`src/mips_isa_pkg.sv`:
```
`default_nettype none

package mips_isa_pkg;

	// major opcode, bits 31:26
	typedef enum logic [5:0] {
		OP_R_TYPE = 6'h00,
		OP_REGIMM = 6'h01,
		OP_J      = 6'h02,
		OP_JAL    = 6'h03,
		OP_BEQ    = 6'h04,
		OP_BNE    = 6'h05,
		OP_BLEZ   = 6'h06,
		OP_BGTZ   = 6'h07,
		OP_ADDI   = 6'h08,
		OP_ADDIU  = 6'h09,
		OP_SLTI   = 6'h0a,
		OP_SLTIU  = 6'h0b,
		OP_ANDI   = 6'h0c,
		OP_ORI    = 6'h0d,
		OP_XORI   = 6'h0e,
		OP_LUI    = 6'h0f,
		OP_LB     = 6'h20,
		OP_LH     = 6'h21,
		OP_LW     = 6'h23,
		OP_LBU    = 6'h24,
		OP_LHU    = 6'h25,
		OP_SB     = 6'h28,
		OP_SH     = 6'h29,
		OP_SW     = 6'h2b
	} opcode_t;

	// funct field of R_TYPE, bits 5:0
	typedef enum logic [5:0] {
		FN_SLL   = 6'h00,
		FN_SRL   = 6'h02,
		FN_SRA   = 6'h03,
		FN_SLLV  = 6'h04,
		FN_SRLV  = 6'h06,
		FN_SRAV  = 6'h07,
		FN_JR    = 6'h08,
		FN_JALR  = 6'h09,
		FN_MOVZ  = 6'h0a,
		FN_MOVN  = 6'h0b,
		FN_MFHI  = 6'h10,
		FN_MTHI  = 6'h11,
		FN_MFLO  = 6'h12,
		FN_MTLO  = 6'h13,
		FN_MULT  = 6'h18,
		FN_MULTU = 6'h19,
		FN_DIV   = 6'h1a,
		FN_DIVU  = 6'h1b,
		FN_ADD   = 6'h20,
		FN_ADDU  = 6'h21,
		FN_SUB   = 6'h22,
		FN_SUBU  = 6'h23,
		FN_AND   = 6'h24,
		FN_OR    = 6'h25,
		FN_XOR   = 6'h26,
		FN_NOR   = 6'h27,
		FN_SLT   = 6'h2a,
		FN_SLTU  = 6'h2b
	} funct_t;

	// rt field of REGIMM
	typedef enum logic [4:0] {
		RT_BLTZ   = 5'h00,
		RT_BGEZ   = 5'h01,
		RT_BLTZAL = 5'h10,
		RT_BGEZAL = 5'h11
	} regimm_t;

	typedef logic [4:0] reg_num_t;

	localparam reg_num_t REG_RA = 5'd31;

	typedef struct packed {
		opcode_t    op;
		reg_num_t   rs;
		reg_num_t   rt;
		reg_num_t   rd;
		logic [4:0] shamt;
		funct_t     funct;
	} r_view_t;

	typedef struct packed {
		opcode_t     op;
		reg_num_t    rs;
		reg_num_t    rt;
		logic [15:0] imm16;
	} i_view_t;

	typedef struct packed {
		opcode_t     op;
		logic [25:0] target26;
	} j_view_t;

	// one word, three field layouts
	typedef union packed {
		r_view_t r;
		i_view_t i;
		j_view_t j;
	} instr_t;

endpackage

`default_nettype wire
```
`src/decode_pkg.sv`:
```
`default_nettype none

package decode_pkg;

	import mips_isa_pkg::*;

	typedef enum logic [5:0] {
		KIND_RESERVED,
		KIND_ADD, KIND_ADDU, KIND_SUB, KIND_SUBU, KIND_SLT, KIND_SLTU,
		KIND_AND, KIND_OR, KIND_XOR, KIND_NOR,
		KIND_SLL, KIND_SRL, KIND_SRA, KIND_ROTR,
		KIND_SLLV, KIND_SRLV, KIND_SRAV, KIND_ROTRV,
		KIND_MOVN, KIND_MOVZ,
		KIND_MFHI, KIND_MFLO, KIND_MTHI, KIND_MTLO,
		KIND_MULT, KIND_MULTU, KIND_DIV, KIND_DIVU,
		KIND_JR, KIND_JALR,
		KIND_ADDI, KIND_ADDIU, KIND_SLTI, KIND_SLTIU,
		KIND_ANDI, KIND_ORI, KIND_XORI, KIND_LUI,
		KIND_BEQ, KIND_BNE, KIND_BLEZ, KIND_BGTZ,
		KIND_BLTZ, KIND_BGEZ, KIND_BLTZAL, KIND_BGEZAL,
		KIND_J, KIND_JAL,
		KIND_LW, KIND_LB, KIND_LBU, KIND_LH, KIND_LHU,
		KIND_SW, KIND_SB, KIND_SH
	} inst_kind_t;

	// ALU_NONE is zero so a reserved word has an all-clear bundle
	typedef enum logic [3:0] {
		ALU_NONE, ALU_ADD, ALU_ADDU, ALU_SUB, ALU_SUBU, ALU_SLT, ALU_SLTU,
		ALU_AND, ALU_OR, ALU_XOR, ALU_NOR, ALU_LUI,
		ALU_SLL, ALU_SRL, ALU_SRA, ALU_ROTR
	} alu_op_t;

	typedef enum logic [2:0] {
		BR_NONE, BR_EQ, BR_NE, BR_LEZ, BR_GTZ, BR_LTZ, BR_GEZ
	} branch_cond_t;

	typedef enum logic [1:0] {
		DEST_RD, DEST_RT, DEST_RA
	} dest_sel_t;

	typedef struct packed {
		logic         regwrite;
		logic         is_imm;
		logic         sign_ex;
		logic         memtoreg;
		logic         mem_read;
		logic         mem_write;
		logic         read_rs;
		logic         read_rt;
		logic         hilo_read;
		logic         mfhi;
		logic         mflo;
		logic         div_mul_en;
		logic         link;
		logic         ri;
		dest_sel_t    dest_sel;
		alu_op_t      alu_op;
		branch_cond_t branch_cond;
	} ctrl_t;

	typedef struct packed {
		instr_t     instr;
		inst_kind_t kind;
	} kind_stage_t;

	typedef struct packed {
		instr_t instr;
		ctrl_t  ctrl;
	} ctrl_stage_t;

	typedef struct packed {
		ctrl_t       ctrl;
		reg_num_t    wr_reg;
		reg_num_t    rs_addr;
		reg_num_t    rt_addr;
		logic [31:0] imm32;
	} decoded_t;

endpackage

`default_nettype wire

```
`src/instr_decoder.sv`:
```
`timescale 1ns/1ns
`default_nettype none

module instr_decoder (
	input  wire                  clk,
	input  wire                  rst_n,
	input  wire                  in_valid,
	input  mips_isa_pkg::instr_t instr,
	input  wire                  stall,
	output logic                 out_valid,
	output decode_pkg::decoded_t out
);

	import decode_pkg::*;

	logic        kind_valid;
	kind_stage_t kind_stage;
	logic        ctrl_valid;
	ctrl_stage_t ctrl_stage;

	// word to kind
	kind_decode kind_decode_i (
		.clk        (clk),
		.rst_n      (rst_n),
		.stall      (stall),
		.in_valid   (in_valid),
		.instr      (instr),
		.kind_valid (kind_valid),
		.kind_out   (kind_stage)
	);

	// kind to control bundle
	ctrl_gen ctrl_gen_i (
		.clk        (clk),
		.rst_n      (rst_n),
		.stall      (stall),
		.kind_valid (kind_valid),
		.kind_in    (kind_stage),
		.ctrl_valid (ctrl_valid),
		.ctrl_out   (ctrl_stage)
	);

	// register numbers and immediate
	operand_resolve operand_resolve_i (
		.clk        (clk),
		.rst_n      (rst_n),
		.stall      (stall),
		.ctrl_valid (ctrl_valid),
		.ctrl_in    (ctrl_stage),
		.out_valid  (out_valid),
		.out        (out)
	);

endmodule

`default_nettype wire

```
`src/operand_resolve.sv`:
```
`timescale 1ns/1ns
`default_nettype none

module operand_resolve (
	input  wire                     clk,
	input  wire                     rst_n,
	input  wire                     stall,
	input  wire                     ctrl_valid,
	input  decode_pkg::ctrl_stage_t ctrl_in,
	output logic                    out_valid,
	output decode_pkg::decoded_t    out
);

	import mips_isa_pkg::*;
	import decode_pkg::*;

	decoded_t    dec;
	logic [15:0] imm16;

	assign imm16 = ctrl_in.instr.i.imm16;

	always_comb begin
		dec.ctrl = ctrl_in.ctrl;

		// no write means register 0, whatever dest_sel says
		dec.wr_reg = '0;
		if (ctrl_in.ctrl.regwrite) begin
			case (ctrl_in.ctrl.dest_sel)
				DEST_RD: dec.wr_reg = ctrl_in.instr.r.rd;
				DEST_RT: dec.wr_reg = ctrl_in.instr.r.rt;
				DEST_RA: dec.wr_reg = REG_RA;
				default: dec.wr_reg = '0;
			endcase
		end

		dec.rs_addr = ctrl_in.ctrl.read_rs ? ctrl_in.instr.r.rs : reg_num_t'(0);
		dec.rt_addr = ctrl_in.ctrl.read_rt ? ctrl_in.instr.r.rt : reg_num_t'(0);

		if (ctrl_in.ctrl.sign_ex) begin
			dec.imm32 = {{16{imm16[15]}}, imm16};
		end else begin
			dec.imm32 = {16'h0000, imm16};
		end
	end

	always_ff @(posedge clk or negedge rst_n) begin
		if (!rst_n) begin
			out_valid <= 1'b0;
		end else if (!stall) begin
			out_valid <= ctrl_valid;
		end
	end

	always_ff @(posedge clk) begin
		if (!stall && ctrl_valid) begin
			out <= dec;
		end
	end

endmodule

`default_nettype wire

```
`src/ctrl_gen.sv`:
```
`timescale 1ns/1ns
`default_nettype none

module ctrl_gen (
	input  wire                     clk,
	input  wire                     rst_n,
	input  wire                     stall,
	input  wire                     kind_valid,
	input  decode_pkg::kind_stage_t kind_in,
	output logic                    ctrl_valid,
	output decode_pkg::ctrl_stage_t ctrl_out
);

	import decode_pkg::*;

	alu_op_t      alu_op;
	branch_cond_t br_cond;
	ctrl_t        ctrl;

	always_comb begin
		case (kind_in.kind)
			KIND_ADD, KIND_ADDI:                           alu_op = ALU_ADD;
			KIND_ADDU, KIND_ADDIU:                         alu_op = ALU_ADDU;
			// address generation
			KIND_LW, KIND_LB, KIND_LBU, KIND_LH, KIND_LHU: alu_op = ALU_ADDU;
			KIND_SW, KIND_SB, KIND_SH:                     alu_op = ALU_ADDU;
			KIND_SUB:                                      alu_op = ALU_SUB;
			KIND_SUBU:                                     alu_op = ALU_SUBU;
			KIND_SLT, KIND_SLTI:                           alu_op = ALU_SLT;
			KIND_SLTU, KIND_SLTIU:                         alu_op = ALU_SLTU;
			KIND_AND, KIND_ANDI:                           alu_op = ALU_AND;
			KIND_OR, KIND_ORI:                             alu_op = ALU_OR;
			KIND_XOR, KIND_XORI:                           alu_op = ALU_XOR;
			KIND_NOR:                                      alu_op = ALU_NOR;
			KIND_LUI:                                      alu_op = ALU_LUI;
			KIND_SLL, KIND_SLLV:                           alu_op = ALU_SLL;
			KIND_SRL, KIND_SRLV:                           alu_op = ALU_SRL;
			KIND_SRA, KIND_SRAV:                           alu_op = ALU_SRA;
			KIND_ROTR, KIND_ROTRV:                         alu_op = ALU_ROTR;
			default:                                       alu_op = ALU_NONE;
		endcase
	end

	always_comb begin
		case (kind_in.kind)
			KIND_BEQ:                 br_cond = BR_EQ;
			KIND_BNE:                 br_cond = BR_NE;
			KIND_BLEZ:                br_cond = BR_LEZ;
			KIND_BGTZ:                br_cond = BR_GTZ;
			KIND_BLTZ, KIND_BLTZAL:   br_cond = BR_LTZ;
			KIND_BGEZ, KIND_BGEZAL:   br_cond = BR_GEZ;
			default:                  br_cond = BR_NONE;
		endcase
	end

	always_comb begin
		ctrl = '0;
		ctrl.sign_ex = 1'b1;
		ctrl.alu_op = alu_op;
		ctrl.branch_cond = br_cond;
		case (kind_in.kind)
			KIND_ADD, KIND_ADDU, KIND_SUB, KIND_SUBU, KIND_SLT, KIND_SLTU,
			KIND_AND, KIND_OR, KIND_XOR, KIND_NOR,
			KIND_SLLV, KIND_SRLV, KIND_SRAV, KIND_ROTRV, KIND_MOVN, KIND_MOVZ: begin
				{ctrl.regwrite, ctrl.read_rs, ctrl.read_rt} = 3'b111;
			end
			// shift by shamt, rs field is not a source
			KIND_SLL, KIND_SRL, KIND_SRA, KIND_ROTR: begin
				{ctrl.regwrite, ctrl.read_rt} = 2'b11;
			end
			KIND_MFHI: {ctrl.regwrite, ctrl.hilo_read, ctrl.mfhi} = 3'b111;
			KIND_MFLO: {ctrl.regwrite, ctrl.hilo_read, ctrl.mflo} = 3'b111;
			KIND_MTHI, KIND_MTLO, KIND_JR: ctrl.read_rs = 1'b1;
			KIND_MULT, KIND_MULTU, KIND_DIV, KIND_DIVU: begin
				{ctrl.div_mul_en, ctrl.read_rs, ctrl.read_rt} = 3'b111;
			end
			KIND_JALR: {ctrl.regwrite, ctrl.link, ctrl.read_rs} = 3'b111;
			KIND_ADDI, KIND_ADDIU, KIND_SLTI, KIND_SLTIU: begin
				{ctrl.regwrite, ctrl.is_imm, ctrl.read_rs} = 3'b111;
				ctrl.dest_sel = DEST_RT;
			end
			KIND_ANDI, KIND_ORI, KIND_XORI: begin
				{ctrl.regwrite, ctrl.is_imm, ctrl.read_rs} = 3'b111;
				ctrl.dest_sel = DEST_RT;
				ctrl.sign_ex = 1'b0;
			end
			KIND_LUI: begin
				{ctrl.regwrite, ctrl.is_imm} = 2'b11;
				ctrl.dest_sel = DEST_RT;
				ctrl.sign_ex = 1'b0;
			end
			KIND_BEQ, KIND_BNE: {ctrl.read_rs, ctrl.read_rt} = 2'b11;
			KIND_BLEZ, KIND_BGTZ, KIND_BLTZ, KIND_BGEZ: ctrl.read_rs = 1'b1;
			KIND_BLTZAL, KIND_BGEZAL: begin
				{ctrl.regwrite, ctrl.link, ctrl.read_rs} = 3'b111;
				ctrl.dest_sel = DEST_RA;
			end
			KIND_J: ;
			KIND_JAL: begin
				{ctrl.regwrite, ctrl.link} = 2'b11;
				ctrl.dest_sel = DEST_RA;
			end
			KIND_LW, KIND_LB, KIND_LBU, KIND_LH, KIND_LHU: begin
				{ctrl.regwrite, ctrl.is_imm, ctrl.read_rs} = 3'b111;
				{ctrl.memtoreg, ctrl.mem_read} = 2'b11;
				ctrl.dest_sel = DEST_RT;
			end
			KIND_SW, KIND_SB, KIND_SH: begin
				{ctrl.is_imm, ctrl.mem_write} = 2'b11;
				{ctrl.read_rs, ctrl.read_rt} = 2'b11;
			end
			default: begin
				ctrl = '0;
				ctrl.ri = 1'b1;
			end
		endcase
	end

	always_ff @(posedge clk or negedge rst_n) begin
		if (!rst_n) begin
			ctrl_valid <= 1'b0;
		end else if (!stall) begin
			ctrl_valid <= kind_valid;
		end
	end

	always_ff @(posedge clk) begin
		if (!stall && kind_valid) begin
			ctrl_out.instr <= kind_in.instr;
			ctrl_out.ctrl  <= ctrl;
		end
	end

endmodule

`default_nettype wire

```
`src/kind_decode.sv`:
```
`timescale 1ns/1ns
`default_nettype none

module kind_decode (
	input  wire                     clk,
	input  wire                     rst_n,
	input  wire                     stall,
	input  wire                     in_valid,
	input  mips_isa_pkg::instr_t    instr,
	output logic                    kind_valid,
	output decode_pkg::kind_stage_t kind_out
);

	import mips_isa_pkg::*;
	import decode_pkg::*;

	inst_kind_t kind;

	always_comb begin
		kind = KIND_RESERVED;
		case (instr.r.op)
			OP_R_TYPE: begin
				case (instr.r.funct)
					FN_ADD:   kind = KIND_ADD;
					FN_ADDU:  kind = KIND_ADDU;
					FN_SUB:   kind = KIND_SUB;
					FN_SUBU:  kind = KIND_SUBU;
					FN_SLT:   kind = KIND_SLT;
					FN_SLTU:  kind = KIND_SLTU;
					FN_AND:   kind = KIND_AND;
					FN_OR:    kind = KIND_OR;
					FN_XOR:   kind = KIND_XOR;
					FN_NOR:   kind = KIND_NOR;
					FN_SLL:   kind = KIND_SLL;
					FN_SRA:   kind = KIND_SRA;
					FN_SLLV:  kind = KIND_SLLV;
					FN_SRAV:  kind = KIND_SRAV;
					// bit 21 turns SRL into ROTR
					FN_SRL:   kind = instr.r.rs[0] ? KIND_ROTR : KIND_SRL;
					// bit 6 turns SRLV into ROTRV
					FN_SRLV:  kind = instr.r.shamt[0] ? KIND_ROTRV : KIND_SRLV;
					FN_MOVN:  kind = KIND_MOVN;
					FN_MOVZ:  kind = KIND_MOVZ;
					FN_MFHI:  kind = KIND_MFHI;
					FN_MFLO:  kind = KIND_MFLO;
					FN_MTHI:  kind = KIND_MTHI;
					FN_MTLO:  kind = KIND_MTLO;
					FN_MULT:  kind = KIND_MULT;
					FN_MULTU: kind = KIND_MULTU;
					FN_DIV:   kind = KIND_DIV;
					FN_DIVU:  kind = KIND_DIVU;
					FN_JR:    kind = KIND_JR;
					FN_JALR:  kind = KIND_JALR;
					default:  kind = KIND_RESERVED;
				endcase
			end
			OP_REGIMM: begin
				case (instr.i.rt)
					RT_BLTZ:   kind = KIND_BLTZ;
					RT_BGEZ:   kind = KIND_BGEZ;
					RT_BLTZAL: kind = KIND_BLTZAL;
					RT_BGEZAL: kind = KIND_BGEZAL;
					default:   kind = KIND_RESERVED;
				endcase
			end
			OP_J:     kind = KIND_J;
			OP_JAL:   kind = KIND_JAL;
			OP_BEQ:   kind = KIND_BEQ;
			OP_BNE:   kind = KIND_BNE;
			OP_BLEZ:  kind = KIND_BLEZ;
			OP_BGTZ:  kind = KIND_BGTZ;
			OP_ADDI:  kind = KIND_ADDI;
			OP_ADDIU: kind = KIND_ADDIU;
			OP_SLTI:  kind = KIND_SLTI;
			OP_SLTIU: kind = KIND_SLTIU;
			OP_ANDI:  kind = KIND_ANDI;
			OP_ORI:   kind = KIND_ORI;
			OP_XORI:  kind = KIND_XORI;
			OP_LUI:   kind = KIND_LUI;
			OP_LW:    kind = KIND_LW;
			OP_LB:    kind = KIND_LB;
			OP_LBU:   kind = KIND_LBU;
			OP_LH:    kind = KIND_LH;
			OP_LHU:   kind = KIND_LHU;
			OP_SW:    kind = KIND_SW;
			OP_SB:    kind = KIND_SB;
			OP_SH:    kind = KIND_SH;
			default:  kind = KIND_RESERVED;
		endcase
	end

	always_ff @(posedge clk or negedge rst_n) begin
		if (!rst_n) begin
			kind_valid <= 1'b0;
		end else if (!stall) begin
			kind_valid <= in_valid;
		end
	end

	// payload only loads on an accepted word
	always_ff @(posedge clk) begin
		if (!stall && in_valid) begin
			kind_out.instr <= instr;
			kind_out.kind  <= kind;
		end
	end

endmodule

`default_nettype wire

```
`config.mk`:
```
export PLATFORM = sky130hd
export DESIGN_NAME = instr_decoder
export DESIGN_NICKNAME = d
export VERILOG_FILES = /design/src/mips_isa_pkg.sv /design/src/decode_pkg.sv /design/src/instr_decoder.sv /design/src/operand_resolve.sv /design/src/ctrl_gen.sv /design/src/kind_decode.sv
export SDC_FILE = /design/constraint.sdc
export NUM_CORES = 1
export LEC_CHECK = 0
export BUFFER_PORTS_ARGS = -buffer_cell sky130_fd_sc_hd__buf_4
export CELL_PAD_IN_SITES_DETAIL_PLACEMENT = 0
export CELL_PAD_IN_SITES_GLOBAL_PLACEMENT = 1
export CORE_UTILIZATION = 40
export CTS_CLUSTER_SIZE = 14
export DETAILED_ROUTE_END_ITERATION = 10
export PLACE_DENSITY = 0.84
export SLEW_MARGIN = 20
export SYNTH_ARGS = -nofsm -noshare
export SYNTH_HDL_FRONTEND = slang
export SYNTH_SLANG_ARGS = --single-unit
```
`constraint.sdc`:
```
create_clock -name clk -period 3 [get_ports clk]
set_input_delay 0.6 -clock clk [delete_from_list [all_inputs] [get_ports clk]]
set_output_delay 0.6 -clock clk [all_outputs]
set_load 0.005 [all_outputs]
```
Word-level counts from Yosys, hierarchy flattened --
Memories as Yosys holds them, arrays and structs flattened. A register that Yosys moved wholly into a read port is not among the register bits. Cells that the tools add are included.
Cells by class: add/sub/neg operators 0, multiply operators 0, div/mod/pow operators 0, $lt $le $gt $ge 0, equality and inequality tests 111, shifts and indexed selects 0, mux-type cells 21, bitwise logic cells 0, reduce and logical (&&, ||, !) cells 24
Operators by type and width (number):
- $eq 6x6->1 const B | 43
- $pmux 6 s28 | 1
- $eq 6x5->1 const B | 24
- $pmux 6 s24 | 1
- $eq 6x4->1 const B | 20
- $eq 6x3->1 const B | 11
- $reduce_or 56->1 | 1
- $reduce_or 52->1 | 1
- $reduce_or 47->1 | 1
- $reduce_or 39->1 | 1
- $eq 6x2->1 const B | 6
- $reduce_or 29->1 | 1
- $pmux 6 s4 | 1
- $pmux 3 s6 | 1
- $reduce_or 16->1 | 1
- $pmux 5 s3 | 1
- $reduce_or 13->1 | 1
- $eq 6x1->1 const B | 2
- $logic_not 6->1 | 2
- $mux 1 | 12
- $eq 5x5->1 const B | 2
- $reduce_or 4->1 | 2
- $mux 2 | 3
- $reduce_or 2->1 | 3
- other kinds (10) | 14
Storage, ports and cells: flip-flop bits (word level) 135, bits in latches 0, bits in writable memories 0, memory bits (read-only) 256, bits of input ports 36, output and inout port bits 71, logic and storage cells 201, memories kept 1
Memories:
- (name not given) | words 64, width 4, read ports 1, clocked after Yosys merged registers in 1, wr ports 0, RTL line ctrl_gen.sv:21 | case (kind_in.kind)

Depth between registers and ports, before layout --
Gate-level depths: netlist (run 1).
depth in word-level cells 3, mapped depth 9, mapped depth without buffers 7

Hierarchy --
A second synthesis (run 1) with hierarchy kept.
Unflattened totals: cells, all modules 476, area, all modules 6600.1 µm²
Modules (own cells, without submodules):
- ctrl_gen | instances 1, cells an instance 207, area an instance 2615.0 µm², seq. area each 1646.6 µm²
- kind_decode | instances 1, cells an instance 168, area an instance 2026.9 µm², seq. area each 1166.1 µm²
- operand_resolve | instances 1, cells an instance 101, area an instance 1958.1 µm², seq. area each 1676.6 µm²

Least setup slack after synthesis (run 1) --
No wires, ideal clock.
path kind input-to-reg, from in stall, to reg, netlist name operand_resolve_i.out[0], library setup time 0.475 ns, arrival time 3.055 ns, data required time 2.525 ns, setup slack -0.530 ns, cell stages on the path 1, path buffers 0, path through nor2b_1
Between the ends: cells in the longest elaborated chain, start to end 2
RTL lines:
- start: declaration | RTL line instr_decoder.sv:9 | input wire stall,
- $logic_not 1->1
- $logic_and 1x1->1 | RTL line operand_resolve.sv:55 | if (!stall && ctrl_valid) begin
No other way between the ends. A chain may end at the register's enable or synchronous reset.

==> implementation parameters, run 1 <==
Parameter                              Value

Outcome
  Status ... complete, no violations

Clock network
  Num Clock Sinks ... 137
  CTS max path bufs ... 2
  Clock tree from TritonCTS ... done
  Post-CTS Setup Repair Bufs ... 0
  Clock Latency Late Sink ... 0.41 ns
  Clock root cell ... sky130_fd_sc_hd__clkbuf_16
  CTS Buf Count ... 17
  Maximum level of the CTS H-tree ... 4
  Clock-pin transition on the worst setup and hold timing paths ... 0.06 ns
  Post-cts gate resize count ... 0

STA
  Slew Limit Headroom ... 38.13%
  PnR worst setup slack ... 0.4832 ns
  Final setup violation count ... 0
  Final-layout worst hold slack ... 0.3635 ns
  RSZ-0062 raised after global routing ... no
  Max frequency ... 0.3973 GHz
  Transition at the pin with the smallest max-transition slack ... 0.9281 ns
  Pins Over Slew Limit ... 0
  Sum of negative setup slack ... 0 ns
  Worst Clk Skew ... 0.007856 ns
  Final Critical Period ... 2.517 ns
  Crit share post-route ... 83.89%
  Final Hold Violating Endpoints ... 0

Placement
  Dpl ws ... 0.5127 ns
  IO buf count ... 106
  GPL Wtd Cong ... 0.8360
  Placed standard-cell area ... 7067 µm²
  DP Cell Count ... 751
  Half-perimeter wire length after placement ... 8.471 mm

Setup path
  Setup crit end kind ... register
  Worst-path fanout max ... 16
  Type of element launching the critical path ... register
  Data required time of the worst path ... 3.17 ns
  Critical path class ... reg2reg
  Arrival time of data at the critical path endpoint ... 2.68 ns
  Worst flop-to-flop path startpoint ... kind_decode_i.kind_out[0]
  Startpoint of the worst setup timing path ... kind_decode_i.kind_out[0]

Cells and area
  Most used cells in the layout excluding fill and tap cells ... 134 x sky130_fd_sc_hd__edfxtp_1, 109 x sky130_fd_sc_hd__buf_4, 34 x sky130_fd_sc_hd__nor2_1, 30 x sky130_fd_sc_hd__nand2_1, 29 x sky130_fd_sc_hd__a21oi_1
  Post-layout nets ... 601
  Share of layout cells above drive strength 1 ... 28.27%
  Area Overhead vs Synth ... 22.00%
  Post-layout instance area ... 7654 µm²
  Layout filler cell count ... 1319
  End-of-flow core utilization ... 50.16%
  Number of antenna repair diodes ... 0
  Leading cell type in the layout, fill and taps excluded ... sky130_fd_sc_hd__edfxtp_1
  Post-layout instance count excluding filler cells ... 784

Synthesis
  Number of distinct standard cells referenced by the synthesized netlist ... 72
  Area of the mapped netlist ... 6274 µm²
  Sequential-to-total area share from yosys stat ... 65.34%
  Mean instance size in the synthesized netlist ... 13.15 µm²
  Share of synthesized flip-flops with an asynchronous set or reset ... 2.190%
  Synth Instances ... 477
  Dominant synthesized flop cell ... sky130_fd_sc_hd__edfxtp_1
  Fraction of synthesized cell area in xor and xnor cells ... 0.2792%
  Flops & latches, synth ... 137
  Synth Area in Compound Gates ... 10.87%
  Simple-Gate Fraction of Synth Area ... 15.16%
  Number of enable flip-flop cells after synthesis ... 134
  Ys Warns ... 0
  Largest cells by area after synthesis ... sky130_fd_sc_hd__edfxtp_1 64%, sky130_fd_sc_hd__a21oi_1 2.3%, sky130_fd_sc_hd__buf_4 2.2%
  Leading area contributor after synthesis ... sky130_fd_sc_hd__edfxtp_1
  Area share of the largest cell type after synthesis ... 64.14%
  Multiplexer fraction of the synthesized cell area ... 1.157%
  Adder-cell share of the synthesized area ... 0.9972%
  Syn Nets ... 518
  Combinational family with the most area after synthesis ... simple AND/OR/NAND/NOR gates

Die
  Cell row count ... 45
  Starting density of the core ... 41.12%
  Area enclosed by the die boundary ... 16190 µm²
  Die outline width ... 127.2 µm
  Die Ht ... 127.2 µm
  Number of top-level pins ... 107
  Placeable Area ... 15260 µm²

Route
  Drt initial violations ... 348
  Wirelength per Cell ... 15.63 µm
  Count of TritonRoute iterations in the first routing pass ... 5
  Remaining routing DRC violations ... 0
  Via-per-instance ratio ... 5.130
  Detailed Route WL ... 12.26 mm
  Number of nets with antenna violations after routing ... 0
  Total via count in the routed design ... 4022

Pwr
  Worst ir drop on vdd ... 0.3563 mV
  Static power due to leakage ... 2.861 nW
  Power density over the cells ... 622.1 nW/µm²
  Final Power ... 4.762 mW

Worst hold path
  Launch instance of the worst min-delay path ... instr[25]
  Hold Crit Class ... in2reg

Global routing
  Residual overflow from global routing ... 0
  Maximum number of pins on one net before global-route repair ... 48
  Number of global-route vias before repair ... 3788
  Antenna violations before repair ... 0
  Overall Global Routing Usage ... 15.73%
  Global-route wire length before repair ... 19.53 mm

Flow run
  MaxCap Viol Count ... 0
==> cell type report <==
class / instances / area [µm²] / share of cell area (%)
Tap cell: 211 / 264.0 / 3.449
Sequential cell: 137 / 4099 / 53.56
Multi-Input combinational cell: 282 / 1808 / 23.62
Timing Repair Buffer: 112 / 868.3 / 11.35
Clock buffer: 17 / 425.4 / 5.558
Inverter: 10 / 37.54 / 0.4904
Clock inverter: 15 / 151.4 / 1.978
==> layer usage <==
metal | global-route usage [%] | up-vias | share of wire (%)
li1 | - | 1938 | -
met4 | 7.423 | 0 | 2.1
met1 | 20.43 | 1918 | 43
met5 | 0 | - | 0
met3 | 3.224 | 19 | 5.8
met2 | 25.40 | 147 | 49
==> worst paths after layout <==
check / to / slack, ns / depth (start not counted)
hold / removal: kind_decode_i.kind_out[31] / 0.36 / 1
setup reg to reg: ctrl_gen_i.ctrl_out[9] / 0.48 / 7
min in group asynchronous: operand_resolve_i.out_valid / 0.55 / 2
max in group asynchronous: kind_decode_i.kind_valid / 2.35 / 2
hold reg to reg: operand_resolve_i.out[0] / 0.41 / 0
setup / recovery: ctrl_gen_i.ctrl_out[9] / 0.48 / 7
==> synth_stat cells, drive strengths merged, types with 4 or more instances <==
cell and number:
edfxtp 134, buf 39, nor2 34, nand2 30, a21oi 29, o21ai 20, and2 18, nor2b 13
nand2b 11, inv 10, nor3 10, clkbuf 9, nand3 8, a31oi 7, and3 6, nand3b 6
ha 5, mux2i 5, nor4 5, o22ai 5, a211oi 4, a21o 4, o221ai 4, o31ai 4
or3 4
==> sequential cells by signal, indices dropped and copies added (netlist names) <==
register	count
operand_resolve_i.out_valid	1
ctrl_gen_i.ctrl_out	48
ctrl_gen_i.ctrl_valid	1
operand_resolve_i.out	54
kind_decode_i.kind_out	32
kind_decode_i.kind_valid	1
==> critical path, cell delays in order, from the launching register on <==
cell and delay [ns]:
sky130_fd_sc_hd__edfxtp_1 0.48, sky130_fd_sc_hd__inv_1 0.13, sky130_fd_sc_hd__ha_1 0.52, sky130_fd_sc_hd__nand2b_2 0.28, sky130_fd_sc_hd__nor4bb_4 0.43, sky130_fd_sc_hd__nor4_4 0.10, sky130_fd_sc_hd__o21a_4 0.15, sky130_fd_sc_hd__and3_1 0.18
==> where the power goes <==
| group | internal (mW) | switching, mW |
|---|---|---|
| logic | 0.212 | 0.251 |
| registers | 2.24 | 0.0610 |
| clock network | 1.22 | 0.778 |
| total | 3.67 | 1.09 |
==> cells by family (layout without fill, tap and decap cells) <==
family	Yosys count	count (layout)
AOI/OAI and AO/OA	103	103
and+or+nand+nor	165	165
muxes	7	7
DFF	137	137
xor gates and xnor gates	2	2
adders and majority gates	5	5
buffers and inverters	58	154
==> repair_timing <==
| action | in CTS | in global routing |
|---|---|---|
| hold endpoints to repair | 3 | 0 |
| setup endpoints to repair | 0 | 0 |
| hold buffers | 1 | 0 |
(Power assumes the default switching activity.)
==> run 2: changes to the inputs <==
--- a/config.mk
+++ b/config.mk
@@ -11,7 +11,7 @@
 export CORE_UTILIZATION = 40
 export CTS_CLUSTER_SIZE = 14
 export DETAILED_ROUTE_END_ITERATION = 10
-export PLACE_DENSITY = 0.84
+export PLACE_DENSITY = 0.81
 export SLEW_MARGIN = 20
 export SYNTH_ARGS = -nofsm -noshare
 export SYNTH_HDL_FRONTEND = slang
==> constraint.sdc (replaced) <==
create_clock -name clk -period 2.6 [get_ports clk]
set_input_delay 0.52 -clock clk [delete_from_list [all_inputs] [get_ports clk]]
set_output_delay 0.52 -clock clk [all_outputs]
set_load 0.005 [all_outputs]
==> run 2 against run 1 <==
- final area up 1.1%
- maximum frequency increased by 4.9%
- sequential share of layout area is 0.60 points lower
- die area unchanged
- highest routed layer unchanged
- first-iteration DRC count shrank 35%
- worst hold slack worse by 0.076 ns
- clock-buffer cell count is 1 higher
- critical path type unchanged
- power up 17%
- core utilization increased by 0.57 points
- global-route usage down 0.31 points
- clock skew up 0.00068 ns
- setup slack got worse by 0.28 ns
==> implementation parameters, run 2 (same netlist as run 1, synthesis figures left out) <==
Parameter                              Value

Global routing
  Overall Global Routing Usage ... 15.42% (-0.31 points)
  Global-route wire length before repair ... 19.33 mm (-1.0%)
  Antenna violations before repair ... 0 (unchanged)
  Maximum number of pins on one net before global-route repair ... 44 (-8.3%)
  Number of global-route vias before repair ... 3836 (+1.3%)
  Residual overflow from global routing ... 0 (unchanged)

Clock network
  Clock Latency Late Sink ... 0.41 ns (about the same)
  Maximum level of the CTS H-tree ... 4 (unchanged)
  Clock tree from TritonCTS ... done
  CTS max path bufs ... 2 (unchanged)
  Num Clock Sinks ... 137 (unchanged)
  Clock-pin transition on the worst setup and hold timing paths ... 0.06 ns (about the same)
  CTS Buf Count ... 17 (unchanged)
  Clock root cell ... sky130_fd_sc_hd__clkbuf_16

STA
  Slew Limit Headroom ... 50.04% (+12 points)
  Final setup violation count ... 0 (unchanged)
  Final Critical Period ... 2.400 ns (-0.1166 ns)
  Final-layout worst hold slack ... 0.2877 ns (-0.07582 ns)
  RSZ-0062 raised after global routing ... no
  Sum of negative setup slack ... 0 ns (unchanged)
  Crit share post-route ... 92.31% (+8.4 points)
  Max frequency ... 0.4166 GHz (+4.9%)
  Worst Clk Skew ... 0.008533 ns (+0.0006776 ns)
  Transition at the pin with the smallest max-transition slack ... 0.7494 ns (-0.1786 ns)
  Pins Over Slew Limit ... 0 (unchanged)
  PnR worst setup slack ... 0.1998 ns (-0.2834 ns)
  Final Hold Violating Endpoints ... 0 (unchanged)

Cells and area
  End-of-flow core utilization ... 50.73% (+0.57 points)
  Number of antenna repair diodes ... 0 (unchanged)
  Share of layout cells above drive strength 1 ... 29.60% (+1.3 points)
  Post-layout nets ... 609 (+1.3%)
  Area Overhead vs Synth ... 23.37%
  Most flops, register ... operand_resolve_i.out
  Largest registers ... operand_resolve_i.out: 54 flops, ctrl_gen_i.ctrl_out: 48 flops, kind_decode_i.kind_out: 32 flops
  Leading cell type in the layout, fill and taps excluded ... sky130_fd_sc_hd__edfxtp_1
  Post-layout instance count excluding filler cells ... 792 (+1.0%)
  Max FFs per register ... 54 (unchanged)
  Post-layout instance area ... 7740 µm² (+1.1%)
  Most used cells in the layout excluding fill and tap cells ... 134 x sky130_fd_sc_hd__edfxtp_1, 117 x sky130_fd_sc_hd__buf_4, 34 x sky130_fd_sc_hd__nor2_1, 30 x sky130_fd_sc_hd__nand2_1, 29 x sky130_fd_sc_hd__a21oi_1

Route
  Detailed Route WL ... 12.04 mm (-1.7%)
  Total via count in the routed design ... 4108 (+2.1%)
  Wirelength per Cell ... 15.21 µm (-2.7%)
  Number of nets with antenna violations after routing ... 0 (unchanged)
  Drt initial violations ... 226 (-35%)
  Count of TritonRoute iterations in the first routing pass ... 5 (unchanged)
  Via-per-instance ratio ... 5.187 (+1.1%)
  Remaining routing DRC violations ... 0 (unchanged)

Die
  Area enclosed by the die boundary ... 16190 µm² (unchanged)
  Number of top-level pins ... 107 (unchanged)
  Cell row count ... 45 (unchanged)
  Die outline width ... 127.2 µm (unchanged)
  Die Ht ... 127.2 µm (unchanged)
  Starting density of the core ... 41.12% (unchanged)
  Placeable Area ... 15260 µm² (unchanged)

Worst hold path
  Hold Crit Class ... in2reg

Pwr
  Final Power ... 5.591 mW (+17%)
  Worst ir drop on vdd ... 0.4211 mV (+18%)
  Static power due to leakage ... 2.910 nW (+1.7%)
  Power density over the cells ... 722.4 nW/µm² (+16%)

Placement
  DP Cell Count ... 759 (+1.1%)
  IO buf count ... 106 (unchanged)
  GPL Wtd Cong ... 0.8115 (-2.9%)
  Dpl ws ... 0.2165 ns (-0.2961 ns)
  Placed standard-cell area ... 7127 µm² (+0.85%)
  Half-perimeter wire length after placement ... 8.470 mm (about the same)

Outcome
  Status ... complete, no violations

Setup path
  Critical path class ... reg2reg
  Type of element launching the critical path ... register
  Family with the most delay on the worst path ... simple AND/OR/NAND/NOR gates
  Worst-path fanout max ... 12 (-4)
  Arrival time of data at the critical path endpoint ... 2.56 ns (-0.12 ns)
  Slowest cell on the critical path ... sky130_fd_sc_hd__edfxtp_1
  Setup crit end kind ... register
  Buffers and inverters on the worst path ... 1 (unchanged)
  Ordered cell list for the critical path ... inv_1 > ha_1 > nand2b_2 > nor4bb_4 > nor4_4 > o21a_4 > and3_1
  Max incr delay on CP ... 0.47 ns (-0.05 ns)
  Data required time of the worst path ... 2.76 ns (-0.41 ns)

Flow run
  MaxCap Viol Count ... 0 (unchanged)
[run 2: cell types whose count changed in the layout (fill, tap and decap cells not counted), sizes merged]
cell / delta
clkbuf: +1
clkinv: -2
buf: +8
bufinv: +1
[run 2: area by class of cell]
cell class / instances / area, µm²
clock buffers: 18 / 429.2
clock inverters: 14 / 171.4
fillers: 1292 / 7518
inverters: 10 / 37.54
multi-input cells: 282 / 1810
flip-flops and latches: 137 / 4099
well taps: 211 / 264.0
repair buffers: 120 / 928.4
[run 2: worst paths after layout]
kind,start,to,slack (ns),cells past startpoint
worst max-delay path,kind_decode_i.kind_out[0],ctrl_gen_i.ctrl_out[9],0.20,7
worst min-delay path,instr[10],kind_decode_i.kind_out[16],0.29,1
worst max register to register,kind_decode_i.kind_out[0],ctrl_gen_i.ctrl_out[9],0.20,7
worst min register to register,kind_decode_i.kind_out[15],ctrl_gen_i.ctrl_out[32],0.42,0
max in group asynchronous,rst_n,kind_decode_i.kind_valid,2.07,2
min in group asynchronous,rst_n,ctrl_gen_i.ctrl_valid,0.43,2
[run 2: metal layers]
layer | up-vias | global-route usage [%] | part of all wire [%]
met2 | 154 | 25.69 | 50
met1 | 1982 | 19.48 | 44
li1 | 1957 | - | -
met4 | 0 | 6.723 | 1.5
met3 | 15 | 3.308 | 5.3
met5 | - | 0 | 0
[run 2: repair_timing]
action / 4_1_cts / 5_1_grt
setup endpoints to repair: 0 / 1
resized for setup: 0 / 1
buffers inserted: 0 / 0
hold buffers: 1 / 0
endpoints found under the hold margin: 3 / 0
[run 2: power by group]
group	internal [mW]	leakage, nW	switching, mW
Clock	1.51	0.287	0.884
Sequential	2.58	1.30	0.0673
Combinational	0.254	1.33	0.292
Total	4.35	2.91	1.24
